## config.mk

```make
export PLATFORM = sky130hd
export DESIGN_NAME = intAlu
export DESIGN_NICKNAME = d
export VERILOG_FILES = /design/src/source/aluDataPkg.sv /design/src/source/aluInstrPkg.sv /design/src/source/aluArith.sv /design/src/source/aluDecode.sv /design/src/source/aluResult.sv /design/src/source/intAlu.sv /design/src/source/seqMultiplier.sv
export VERILOG_INCLUDE_DIRS = /design/src /design/src/include
export SDC_FILE = /design/constraint.sdc
export NUM_CORES = 2
export LEC_CHECK = 0
export BUFFER_PORTS_ARGS = -buffer_cell sky130_fd_sc_hd__buf_2
export CAP_MARGIN = 0
export CORE_MARGIN = 2
export CORE_UTILIZATION = 55
export DETAILED_ROUTE_END_ITERATION = 7
export PLACE_DENSITY = 0.74
export RECOVER_POWER = 50
export SLEW_MARGIN = 20
export SYNTH_ARGS = -nofsm -noshare
export SYNTH_HDL_FRONTEND = slang
export SYNTH_SLANG_ARGS = --single-unit
```

## constraint.sdc

```tcl
create_clock -name clk -period 12.4 [get_ports clk]
set_input_delay 0 -clock clk [delete_from_list [all_inputs] [get_ports clk]]
set_output_delay 0 -clock clk [all_outputs]
set_load 0.005 [all_outputs]
```

## src/include/alu_consts.svh

```systemverilog
// Integer ALU constants for widths, instruction fields, codes and register numbers
`ifndef ALU_CONSTS_SVH
`define ALU_CONSTS_SVH

`define ALU_WIDTH   64

// ==========================================================================
// Instruction fields
// ==========================================================================
`define OPCODE_LO   0
`define OPCODE_HI   5
`define FUNCT_LO    26
`define FUNCT_HI    31
`define SIZE_LO     21
`define SIZE_HI     22
`define TRAP_BIT    23

`define OP_RR       6'h02
`define OP_ADDI     6'h04
`define OP_ANDI     6'h08

`define FN_ADD      6'h04
`define FN_SUB      6'h05
`define FN_CMP      6'h06
`define FN_CMPU     6'h07
`define FN_AND      6'h08
`define FN_OR       6'h09
`define FN_XOR      6'h0A
`define FN_MULU     6'h38
`define FN_MULSU    6'h39
`define FN_MUL      6'h3A

`define SIZE_BYTE   2'd0
`define SIZE_HALF   2'd1
`define SIZE_TETRA  2'd2
`define SIZE_WORD   2'd3

// ==========================================================================
// Exceptions
// ==========================================================================
`define FLT_NONE    9'd0
`define FLT_OFL     9'd16
`define FLT_STK     9'd51

`define STACK_REG   8'd31
`define FRAME_REG   8'd30

`define EXCEN_ADD   0       // excen bit indices
`define EXCEN_SUB   1
`define EXCEN_MUL   3

`endif

```

## src/source/aluDataPkg.sv

```systemverilog
// Data side types of the integer ALU
`include "alu_consts.svh"

package aluDataPkg;

    typedef logic [`ALU_WIDTH-1:0] wordT;
    typedef logic [2*`ALU_WIDTH-1:0] dwordT;   // Full product

    typedef logic [8:0] excT;
    typedef logic [7:0] regNumT;
    typedef logic [31:0] boundT;   // Stack bounds compare the low 32 bits
    typedef logic [4:0] excEnT;

    // Multiplier sequencing
    typedef enum logic [1:0] {
        IDLE,
        RUN,
        FIX
    } mulStateE;

endpackage

```

## src/source/aluInstrPkg.sv

```systemverilog
// Instruction side types of the integer ALU
`include "alu_consts.svh"

package aluInstrPkg;

    // Raw instruction word and its fields
    typedef logic [31:0] instrT;
    typedef logic [`OPCODE_HI-`OPCODE_LO:0] opcodeT;
    typedef logic [`FUNCT_HI-`FUNCT_LO:0] functT;

    // 0 is byte, 3 is the full word
    typedef logic [`SIZE_HI-`SIZE_LO:0] sizeT;

    // ======================================================================
    // Decoded operation
    // ======================================================================
    typedef enum logic [3:0] {
        ADD,
        SUB,
        AND,
        OR,
        XOR,
        CMP,
        CMPU,
        MUL,    // Covers MUL, MULU and MULSU
        NONE
    } aluOpE;

endpackage

```

## src/source/aluArith.sv

```systemverilog
// Combinational sized add, subtract, logic and three-way compare
`timescale 1ns/1ps
`include "alu_consts.svh"

module aluArith (
    input  aluInstrPkg::aluOpE op,
    input  aluInstrPkg::sizeT  size,
    input  aluDataPkg::wordT   a,
    input  aluDataPkg::wordT   b,
    output aluDataPkg::wordT   arithOut,
    output logic               ovf
);
    import aluInstrPkg::*;
    import aluDataPkg::*;

    wordT sum;
    wordT diff;
    wordT aCmp;
    wordT bCmp;
    logic isSigned;
    logic lt;
    logic eq;

    // Extends the low bytes picked by sz, with sign or zero fill
    function automatic wordT sizeExt(input wordT v, input sizeT sz, input logic sgn);
        case (sz)
            `SIZE_BYTE:  sizeExt = {{(`ALU_WIDTH-8){sgn & v[7]}}, v[7:0]};
            `SIZE_HALF:  sizeExt = {{(`ALU_WIDTH-16){sgn & v[15]}}, v[15:0]};
            `SIZE_TETRA: sizeExt = {{(`ALU_WIDTH-32){sgn & v[31]}}, v[31:0]};
            default:     sizeExt = v;
        endcase
    endfunction

    // Narrow sums are the low bits of the full sum
    assign sum  = a + b;
    assign diff = a - b;

    // ======================================================================
    // Three-way compare
    // ======================================================================
    assign isSigned = (op == CMP);
    assign aCmp     = sizeExt(a, size, isSigned);
    assign bCmp     = sizeExt(b, size, isSigned);
    assign eq       = (aCmp == bCmp);

    always_comb begin
        if (isSigned)
            lt = $signed(aCmp) < $signed(bCmp);
        else
            lt = aCmp < bCmp;
    end

    // ======================================================================
    // Result select
    // ======================================================================
    always_comb begin
        case (op)
            ADD:     arithOut = sizeExt(sum, size, 1'b1);
            SUB:     arithOut = sizeExt(diff, size, 1'b1);
            AND:     arithOut = sizeExt(a & b, size, 1'b1);
            OR:      arithOut = sizeExt(a | b, size, 1'b1);
            XOR:     arithOut = sizeExt(a ^ b, size, 1'b1);
            CMP,
            CMPU: begin
                if (lt)
                    arithOut = '1;
                else if (eq)
                    arithOut = '0;
                else
                    arithOut = wordT'(1);
            end
            default: arithOut = '0;
        endcase
    end

    // Signed overflow of the full-width result
    always_comb begin
        case (op)
            ADD: ovf = (a[`ALU_WIDTH-1] == b[`ALU_WIDTH-1])
                     & (sum[`ALU_WIDTH-1] != a[`ALU_WIDTH-1]);
            SUB: ovf = (a[`ALU_WIDTH-1] != b[`ALU_WIDTH-1])   // b is negated
                     & (diff[`ALU_WIDTH-1] != a[`ALU_WIDTH-1]);
            default: ovf = 1'b0;
        endcase
    end

endmodule

```

## src/source/aluDecode.sv

```systemverilog
// Instruction decoder mapping opcode and function code onto one ALU operation
`timescale 1ns/1ps
`include "alu_consts.svh"

module aluDecode (
    input  logic               ld,
    input  aluInstrPkg::instrT instr,
    output aluInstrPkg::aluOpE op,
    output aluInstrPkg::sizeT  size,
    output logic               trapEn,
    output logic               mulStart,
    output logic               mulSgn,
    output logic               mulSgnus
);
    import aluInstrPkg::*;

    opcodeT opcode;
    functT  funct;
    logic   isRR;

    assign opcode = instr[`OPCODE_HI:`OPCODE_LO];
    assign funct  = instr[`FUNCT_HI:`FUNCT_LO];
    assign isRR   = (opcode == `OP_RR);

    always_comb begin
        op       = NONE;
        mulSgn   = 1'b0;
        mulSgnus = 1'b0;
        case (opcode)
            `OP_RR: begin
                case (funct)
                    `FN_ADD:  op = ADD;
                    `FN_SUB:  op = SUB;
                    `FN_AND:  op = AND;
                    `FN_OR:   op = OR;
                    `FN_XOR:  op = XOR;
                    `FN_CMP:  op = CMP;
                    `FN_CMPU: op = CMPU;
                    `FN_MULU: op = MUL;
                    `FN_MULSU: begin
                        op       = MUL;
                        mulSgnus = 1'b1;   // Only a is signed
                    end
                    `FN_MUL: begin
                        op     = MUL;
                        mulSgn = 1'b1;
                    end
                    default: op = NONE;
                endcase
            end
            `OP_ADDI: op = ADD;
            `OP_ANDI: op = AND;
            default:  op = NONE;
        endcase
    end

    // Immediates always work on the full word
    assign size     = isRR ? instr[`SIZE_HI:`SIZE_LO] : `SIZE_WORD;
    assign trapEn   = isRR & instr[`TRAP_BIT];
    assign mulStart = ld & (op == MUL);

endmodule

```

## src/source/aluResult.sv

```systemverilog
// Result stage selecting o and ob, completion status and exception code
`timescale 1ns/1ps
`include "alu_consts.svh"

module aluResult (
    input  aluInstrPkg::aluOpE op,
    input  logic               trapEn,
    input  aluDataPkg::wordT   arithOut,
    input  logic               ovf,
    input  aluDataPkg::dwordT  prod,
    input  logic               mulDone,
    input  logic               mulIdle,
    input  aluDataPkg::regNumT tgt,
    input  aluDataPkg::boundT  sbl,
    input  aluDataPkg::boundT  sbu,
    input  aluDataPkg::excEnT  excen,
    output aluDataPkg::wordT   o,
    output aluDataPkg::wordT   ob,
    output logic               done,
    output logic               idle,
    output aluDataPkg::excT    exc
);
    import aluInstrPkg::*;
    import aluDataPkg::*;

    wordT prodHi;
    logic isMul;
    logic stkFault;
    logic ovfFault;

    assign isMul  = (op == MUL);
    assign prodHi = prod[2*`ALU_WIDTH-1:`ALU_WIDTH];

    assign o    = isMul ? prod[`ALU_WIDTH-1:0] : arithOut;
    assign ob   = isMul ? prodHi : '0;
    assign done = isMul ? mulDone : 1'b1;   // Everything else is single cycle
    assign idle = isMul ? mulIdle : 1'b1;

    // ======================================================================
    // Exceptions
    // ======================================================================
    assign stkFault = ((tgt == `STACK_REG) || (tgt == `FRAME_REG))
                    && ((o[31:0] < sbl) || (o[31:0] > sbu));

    always_comb begin
        case (op)
            ADD:     ovfFault = ovf & trapEn & excen[`EXCEN_ADD];
            SUB:     ovfFault = ovf & trapEn & excen[`EXCEN_SUB];
            MUL:     ovfFault = excen[`EXCEN_MUL]
                              & (prodHi != {`ALU_WIDTH{o[`ALU_WIDTH-1]}});
            default: ovfFault = 1'b0;
        endcase
    end

    // Stack fault wins over overflow
    always_comb begin
        if (stkFault)
            exc = `FLT_STK;
        else if (ovfFault)
            exc = `FLT_OFL;
        else
            exc = `FLT_NONE;
    end

endmodule

```

## src/source/intAlu.sv

```systemverilog
// Top of the 64-bit integer ALU for the execute stage
`timescale 1ns/1ps
`include "alu_consts.svh"

module intAlu (
    input  logic               clk,
    input  logic               arstN,
    input  logic               ld,
    input  logic               abort,
    input  aluInstrPkg::instrT instr,
    input  aluDataPkg::wordT   a,
    input  aluDataPkg::wordT   b,
    input  aluDataPkg::regNumT tgt,
    input  aluDataPkg::boundT  sbl,
    input  aluDataPkg::boundT  sbu,
    input  aluDataPkg::excEnT  excen,
    output aluDataPkg::wordT   o,
    output aluDataPkg::wordT   ob,
    output logic               done,
    output logic               idle,
    output aluDataPkg::excT    exc
);
    import aluInstrPkg::*;
    import aluDataPkg::*;

    aluOpE op;
    sizeT  size;
    logic  trapEn;
    logic  mulStart;
    logic  mulSgn;
    logic  mulSgnus;
    wordT  arithOut;
    logic  ovf;
    dwordT prod;
    logic  mulDone;
    logic  mulIdle;

    aluDecode u_decode (
        .ld       (ld),
        .instr    (instr),
        .op       (op),
        .size     (size),
        .trapEn   (trapEn),
        .mulStart (mulStart),
        .mulSgn   (mulSgn),
        .mulSgnus (mulSgnus)
    );

    aluArith u_arith (
        .op       (op),
        .size     (size),
        .a        (a),
        .b        (b),
        .arithOut (arithOut),
        .ovf      (ovf)
    );

    seqMultiplier #(.width(`ALU_WIDTH)) u_mult (
        .clk   (clk),
        .arstN (arstN),
        .ld    (mulStart),
        .abort (abort),
        .sgn   (mulSgn),
        .sgnus (mulSgnus),
        .a     (a),
        .b     (b),
        .prod  (prod),
        .done  (mulDone),
        .idle  (mulIdle)
    );

    aluResult u_result (
        .op       (op),
        .trapEn   (trapEn),
        .arithOut (arithOut),
        .ovf      (ovf),
        .prod     (prod),
        .mulDone  (mulDone),
        .mulIdle  (mulIdle),
        .tgt      (tgt),
        .sbl      (sbl),
        .sbu      (sbu),
        .excen    (excen),
        .o        (o),
        .ob       (ob),
        .done     (done),
        .idle     (idle),
        .exc      (exc)
    );

endmodule

```

## src/source/seqMultiplier.sv

```systemverilog
// Iterative shift-add multiplier with sign correction and abort
`timescale 1ns/1ps
`include "alu_consts.svh"

module seqMultiplier #(
    parameter int width = `ALU_WIDTH
) (
    input  logic                 clk,
    input  logic                 arstN,
    input  logic                 ld,
    input  logic                 abort,
    input  logic                 sgn,
    input  logic                 sgnus,
    input  logic [width-1:0]     a,
    input  logic [width-1:0]     b,
    output logic [2*width-1:0]   prod,
    output logic                 done,
    output logic                 idle
);
    import aluDataPkg::*;

    localparam int CntW = $clog2(width);

    mulStateE           state;
    logic [CntW-1:0]    cnt;
    logic [width-1:0]   aMag;
    logic [2*width-1:0] acc;       // Partial product over multiplier bits
    logic               negate;
    logic               aNeg;
    logic               bNeg;
    logic [width:0]     partial;

    assign aNeg = (sgn | sgnus) & a[width-1];
    assign bNeg = sgn & b[width-1];

    // One add step, carry kept in the top bit
    assign partial = {1'b0, acc[2*width-1:width]} + (acc[0] ? {1'b0, aMag} : '0);

    // ======================================================================
    // Control
    // ======================================================================
    always_ff @(posedge clk or negedge arstN) begin
        if (!arstN) begin
            state <= IDLE;
            cnt   <= '0;
            prod  <= '0;
        end else begin
            case (state)
                IDLE: begin
                    if (ld) begin
                        state <= RUN;
                        cnt   <= '0;
                    end
                end
                RUN: begin
                    if (abort)
                        state <= IDLE;
                    else begin
                        cnt <= cnt + 1'b1;
                        if (cnt == CntW'(width-1))
                            state <= FIX;
                    end
                end
                FIX: begin
                    state <= IDLE;
                    if (!abort)
                        prod <= negate ? -acc : acc;
                end
                default: state <= IDLE;
            endcase
        end
    end

    // Operand magnitudes and partial product
    always_ff @(posedge clk) begin
        if (state == IDLE && ld) begin
            aMag   <= aNeg ? -a : a;
            acc    <= {{width{1'b0}}, (bNeg ? -b : b)};
            negate <= aNeg ^ bNeg;
        end else if (state == RUN) begin
            acc <= {partial, acc[width-1:1]};
        end
    end

    assign done = (state == IDLE);
    assign idle = (state == IDLE);

endmodule

```

* After elaboration in Yosys (flattened, before gate mapping) *
Index checks and enable logic that the tools add are counted.

operators by class
  reduce and logical (&&, ||, !) cells = 14
  shifts and indexed selects = 0
  equal/unequal tests = 36
  add/subtract/negate cells = 7
  multiply operators = 0
  divide/modulo/power cells = 0
  $lt $le $gt $ge = 4
  bitwise gates (word level) = 22
  multiplexer cells = 38

operators by type and width
  operator              number
  $pmux W64 S3          7
  $mux W64              8
  $pmux W64 S6          1
  $lt A64 B64 Y1        2
  $mux W128             1
  $neg A128 Y128        1
  $neg A64 Y64          2
  $add A64 B64 Y65      1
  $add A64 B64 Y64      1
  $and A64 B64 Y64      1
  $eq A64 B64 Y1        1
  $ne A64 B64 Y1        1
  $or A64 B64 Y64       1
  $sub A64 B64 Y64      1
  $xor A64 B64 Y64      1
  $gt A32 B32 Y1        1
  $lt A32 B32 Y1        1
  $pmux W4 S8           1
  $eq A6 B3 Y1 const B  5
  $eq A6 B4 Y1 const B  4
  $eq A6 B6 Y1 const B  4
  $and A1 B1 Y1         16
  $eq A4 B3 Y1 const B  4
  $eq A8 B5 Y1 const B  2
  32 further kinds      53

word-level totals
  output and inout port bits = 139
  latch bits = 0
  ROM bits = 0
  memories kept = 0
  input bits = 241
  flip-flop bits (word level) = 329
  logic and storage cells = 128
  RAM bits = 0

* Depth between registers and ports, before layout *
  depth after elaboration = 17
  mapped depth = 39
  gate-level depth less buffers = 36

* Hierarchy *
A second synthesis with hierarchy kept.

second synthesis, totals
  cell total of the unflattened synthesis = 5196
  area total of the unflattened synthesis = 38597.0 um^2

modules (own cells, without submodules)
  module         area an instance (um^2)  sequential area each (um^2)  times used  cells each
  seqMultiplier  21204.1                  8558.2                       1           2462
  aluArith       13887.1                  0.0                          1           2133
  aluResult      3236.9                   0.0                          1           559
  aluDecode      269.0                    0.0                          1           42

* Worst setup path after synthesis *
OpenSTA, ideal clock, no wires.

  path type = input -> output
  start point = input instr[2]
  end point = output exc[4]
  buffers on the path = 3
  cell stages on the path = 38
  arrival time = 7104 ps
  setup slack = 5296 ps
  required time = 12400 ps
  cells stage by stage = nor4_1 nand3b_1 a21oi_1 and3_1 clkbuf_1 and3_1 clkbuf_1 a31oi_1 nand2_1 clkbuf_1 o21ai_0 ha_1 a21o_1 a21o_1 a21oi_1 o31ai_1 a211o_1 a221oi_1 [2 not listed] o21a_1 o211ai_1 a31oi_1 o211ai_1 ha_1 a21o_1 a21o_1 a21o_1 a21o_1 a21o_1 a21o_1 a21oi_1 o31ai_1 o21ai_0 o21ai_0 a41oi_1 o31a_1 nand3_1

between the ends
  elaborated cells between the ends (all ways) = 52
  those cells by class = 4 x order compare; 14 x eq/ne; 18 x mux; 11 x bitwise; 5 x reduce/logical

RTL lines
  element                                           RTL line                                        text
  start, declared                                   intAlu.sv:10                                    input aluInstrPkg::instrT instr,
  $eq A6 B4 Y1, or another cell as far along        aluDecode.sv:29                                 case (opcode)
  $pmux W4 S3                                       aluDecode.sv:29
  $eq A4 B3 Y1                                      aluArith.sv:41, aluArith.sv:57
  $and A1 B1 Y1, on equally long branches           aluArith.sv:27, aluArith.sv:28, aluArith.sv:29
  $pmux W64 S3                                      aluArith.sv:26                                  case (sz)
  $lt A64 B64 Y1, on equally long branches          aluArith.sv:50, aluArith.sv:48
  $mux W1                                           aluArith.sv:47                                  if (isSigned)
  $mux W64                                          aluArith.sv:65                                  if (lt)
  $pmux W64 S6                                      aluArith.sv:57                                  case (op)
  $mux W64 *                                        aluResult.sv:34                                 assign o = isMul ? prod[`ALU_WIDTH-1:0] : arithOut;
  net o[25]                                         intAlu.sv:17                                    output aluDataPkg::wordT o,
  $lt A32 B32 Y1 or $gt A32 B32 Y1 (tied branches)  aluResult.sv:43                                 && ((o[31:0] < sbl) || (o[31:0] > sbu));
  $logic_or A1 B1 Y1 *                              aluResult.sv:43
  $logic_and A1 B1 Y1 *                             aluResult.sv:42                                 assign stkFault = ((tgt == `STACK_REG) || (tgt == `FRAME_REG))
  net u_result.stkFault                             aluResult.sv:28                                 logic stkFault;
  $mux W9 *                                         aluResult.sv:57                                 if (stkFault)
  end, declared                                     intAlu.sv:21                                    output aluDataPkg::excT exc

Mark *: on every way through the listed nets, which the timed path passes. The rest lies on a longest branch.

* Final worst setup path *
  start point = input instr[29]
  end point = output exc[4]

between the ends
  cells in the longest elaborated chain, start to end = 17
  elaborated cells between the ends (all ways) = 51
  those cells by class = 4 x order compare; 19 x eq/ne; 13 x mux; 10 x bitwise; 5 x reduce/logical

RTL lines
  element                                                  RTL line         text
  $eq A6 B6 Y1                                             aluDecode.sv:31  case (funct)
  $reduce_or A3 Y1 (no line)                               -
  $pmux W4 S8 *                                            aluDecode.sv:31
  $pmux W4 S3 *                                            aluDecode.sv:29
  branches (longest 12 deep; another with $lt A64 B64 Y1)  -
  $mux W9 *                                                aluResult.sv:57

Every way passes the cells marked *.

==> impl_metrics.ini <==
[cells_and_area]
instances_no_fill = 5942
design_area_um2 = 40600
mostFrequentLayoutCells = o21ai_0, nand2_1, ha_1, a21oi_1, buf_2
final_net_count = 5659
areaGrowthSynthToFinish_pct = 11.7
drive_above_1_share_pct = 9.40
layout_commonest_cell = o21ai_0

[critical_path]
cpMaxStageDelayCell = o21ai_0
cp.arrival_ns = 10.97
worst-path-max-fanout = 32
cpMostUsedCell = a21o_1
cpPeakStageDelay_ns = 1.04
start_kind = input pin
crit_path_end_kind = primary output
critPathKind = input pin to primary output
required_ns = 12.40

[pwr]
power.leakage_nw = 18.3
power.density_nw_per_um2 = 74.5
peakVddDrop_mv = 0.0809

[detailed_routing]
routed_via_density = 6.51
ant_nets = 0
vias = 38699
drtIter0Drc = 5066
drc = 0
post_drt_wl_per_cell_um = 24.7
drt_first_pass_iters = 6
routed_wl_mm = 146

[timing]
drv_slew = 522
fmax_ghz = 0.0912
finalClockSkew_ns = 0.0264
tns_ns = 0
tightestPinTransition_ns = 4.21
fin_crit_ns = 10.97
hold_viol = 0
setup_violations = 0
rsz0062_at_grt = no
period_share_pct = 88.5
holdWs_ns = 0.0217
max_slew_margin_pct = -181

[clocking]
clk_path_buf_depth = 3
cts_tree = built
htreeDepth = 2
clock-root-buffer = clkbuf_16
clock_latency_ns = 0.57
cts_sinks = 329
cts_made_buffers = 38
clk_transition_reported_paths_ns = 0.06
cts_setup_buffers = 0

[floorplanning]
rows = 94
core_um2 = 65600
die_area_um2 = 68200
die_w_um = 261
io_pins = 380
start_util_pct = 55.4
die_height_um = 261

[global_routing]
grtUsageTotal_pct = 41.5
grt_first_pass_wirelength_mm = 216
grt_max_degree = 125
antenna_found_initial = 14
grt_pass1_vias = 35576
grt_overflow = 0

[worst_hold_path]
hold_path_class = input pin to flop

[synth]
synth-main-ff-cell = dfrtp_1
synth.area.top_cells = ha_1, edfxtp_1, dfrtp_1, o21ai_0, xnor2_1
ys_warn_count = 0
ys_seq_area_share_pct = 23.5
synth.cell_area_um2 = 36400
ys_ff_latch = 329
yosysUniqueCellTypes = 91
synth_largest_area_cell = ha_1
synth_top_cell_area_share_pct = 13.0
synth-edff-count = 129
syn_inst = 4775
syn_area_per_cell_um2 = 7.62
ys_async_sr_fraction_pct = 41.3

[place]
place_congestion = 1.06
placedCellCount = 5782
place_area_um2 = 38700
hpwlAfterDp_mm = 115
io_buffers = 354

[run_status]
status = finished with violations
violations = capacitance limit, slew limit

[job]
cap_violations = 9
==> through the flow <==
step / total power, W / utilization [%] / worst slack (ns)
floorplan: 0.00159 / - / 5.30
global placement: 0.00185 / 58.9 / 1.95
detailed placement: 0.00185 / 58.9 / 1.75
CTS: 0.00300 / 62.0 / 1.70
global route: 0.00313 / 61.9 / 0.902
finish: 0.00302 / 61.9 / 1.43
==> repair_timing <==
action                                 4_1_cts  5_1_grt
hold buffers                                78        0
gates resized for setup                      0        0
endpoints found under the hold margin      150        0
==> worst max-delay path, delay by kind of cell <==
family	cells	cell delay, ns
adder cells (fa/ha/maj)	2	0.70
AND/OR/NAND/NOR	9	2.94
AO/OA/AOI/OAI	23	6.41
buffers and inverters	4	0.89
==> synthesized netlist by cell type, drive strengths merged (46+ instances only) <==
master and count:
a21oi 358, and2 144, xnor2 232, o21ai 560
nor4 63, a21boi 46, dfxtp 64, xor2 158
a21o 133, dfrtp 136, nand3 107, o31ai 75
a31oi 56, edfxtp 129, nand4 96, nor2 312
nor3 79, nand2 510, inv 273, ha 378
clkbuf 232
==> state kept, by name, summed over array words and instances (netlist names) <==
signal,flops
u_mult.prod,128
u_mult.negate,1
u_mult.aMag,64
u_mult.cnt,6
u_mult.state,2
u_mult.acc,128
==> worst paths after layout <==
check | from | end | slack (ns) | cells past startpoint
worst min-delay path | b[63] | u_mult.acc[63] | 0.02 | 3
worst max register to register | u_mult.acc[0] | u_mult.acc[126] | 6.53 | 16
min in group asynchronous | arstN | u_mult.cnt[2] | 1.45 | 2
worst min register to register | u_mult.prod[23] | u_mult.prod[23] | 0.49 | 2
max in group asynchronous | arstN | u_mult.prod[49] | 5.78 | 3
worst max-delay path | instr[29] | exc[4] | 1.43 | 38
==> metal layers <==
metal	track usage [%]	part of all wire, %	up-vias	wire length, µm
met2	62.3	42	2308	61900
met5	0	0.023	-	34
met4	16.6	4.3	6	6330
li1	-	-	17800	-
met1	56.3	41	18203	59400
met3	11.6	13	382	18800
==> power by group <==
group	switching [W]	total, W	leakage (nW)	internal [W]
registers	0.00000270	0.00113	3.51	0.00113
clock network	0.000472	0.00114	0.607	0.000667
logic	0.000492	0.000756	14.2	0.000264
total	0.000966	0.00302	18.3	0.00206
==> layout make-up <==
cell class                 count  area [µm²]
antenna                       12        30.0
fill                        6164       25000
clock inverter                 9         121
timing repair buffer         484        2890
inverter                     274        1030
tap                          864        1080
sequential                   329        8560
clock buffer                  60        1120
multi-input combinational   3910       25800
==> cells by family after synthesis <==
kind of cell    synth area share [%]
buf+inv                         5.67
fa+ha+maj                       13.2
compound gates                  27.1
xor+xnor                        9.39
simple gates                    20.7
flops                           23.5
other cells                   0.0103
mux                            0.444
Power figures use the tool's default switching activity.
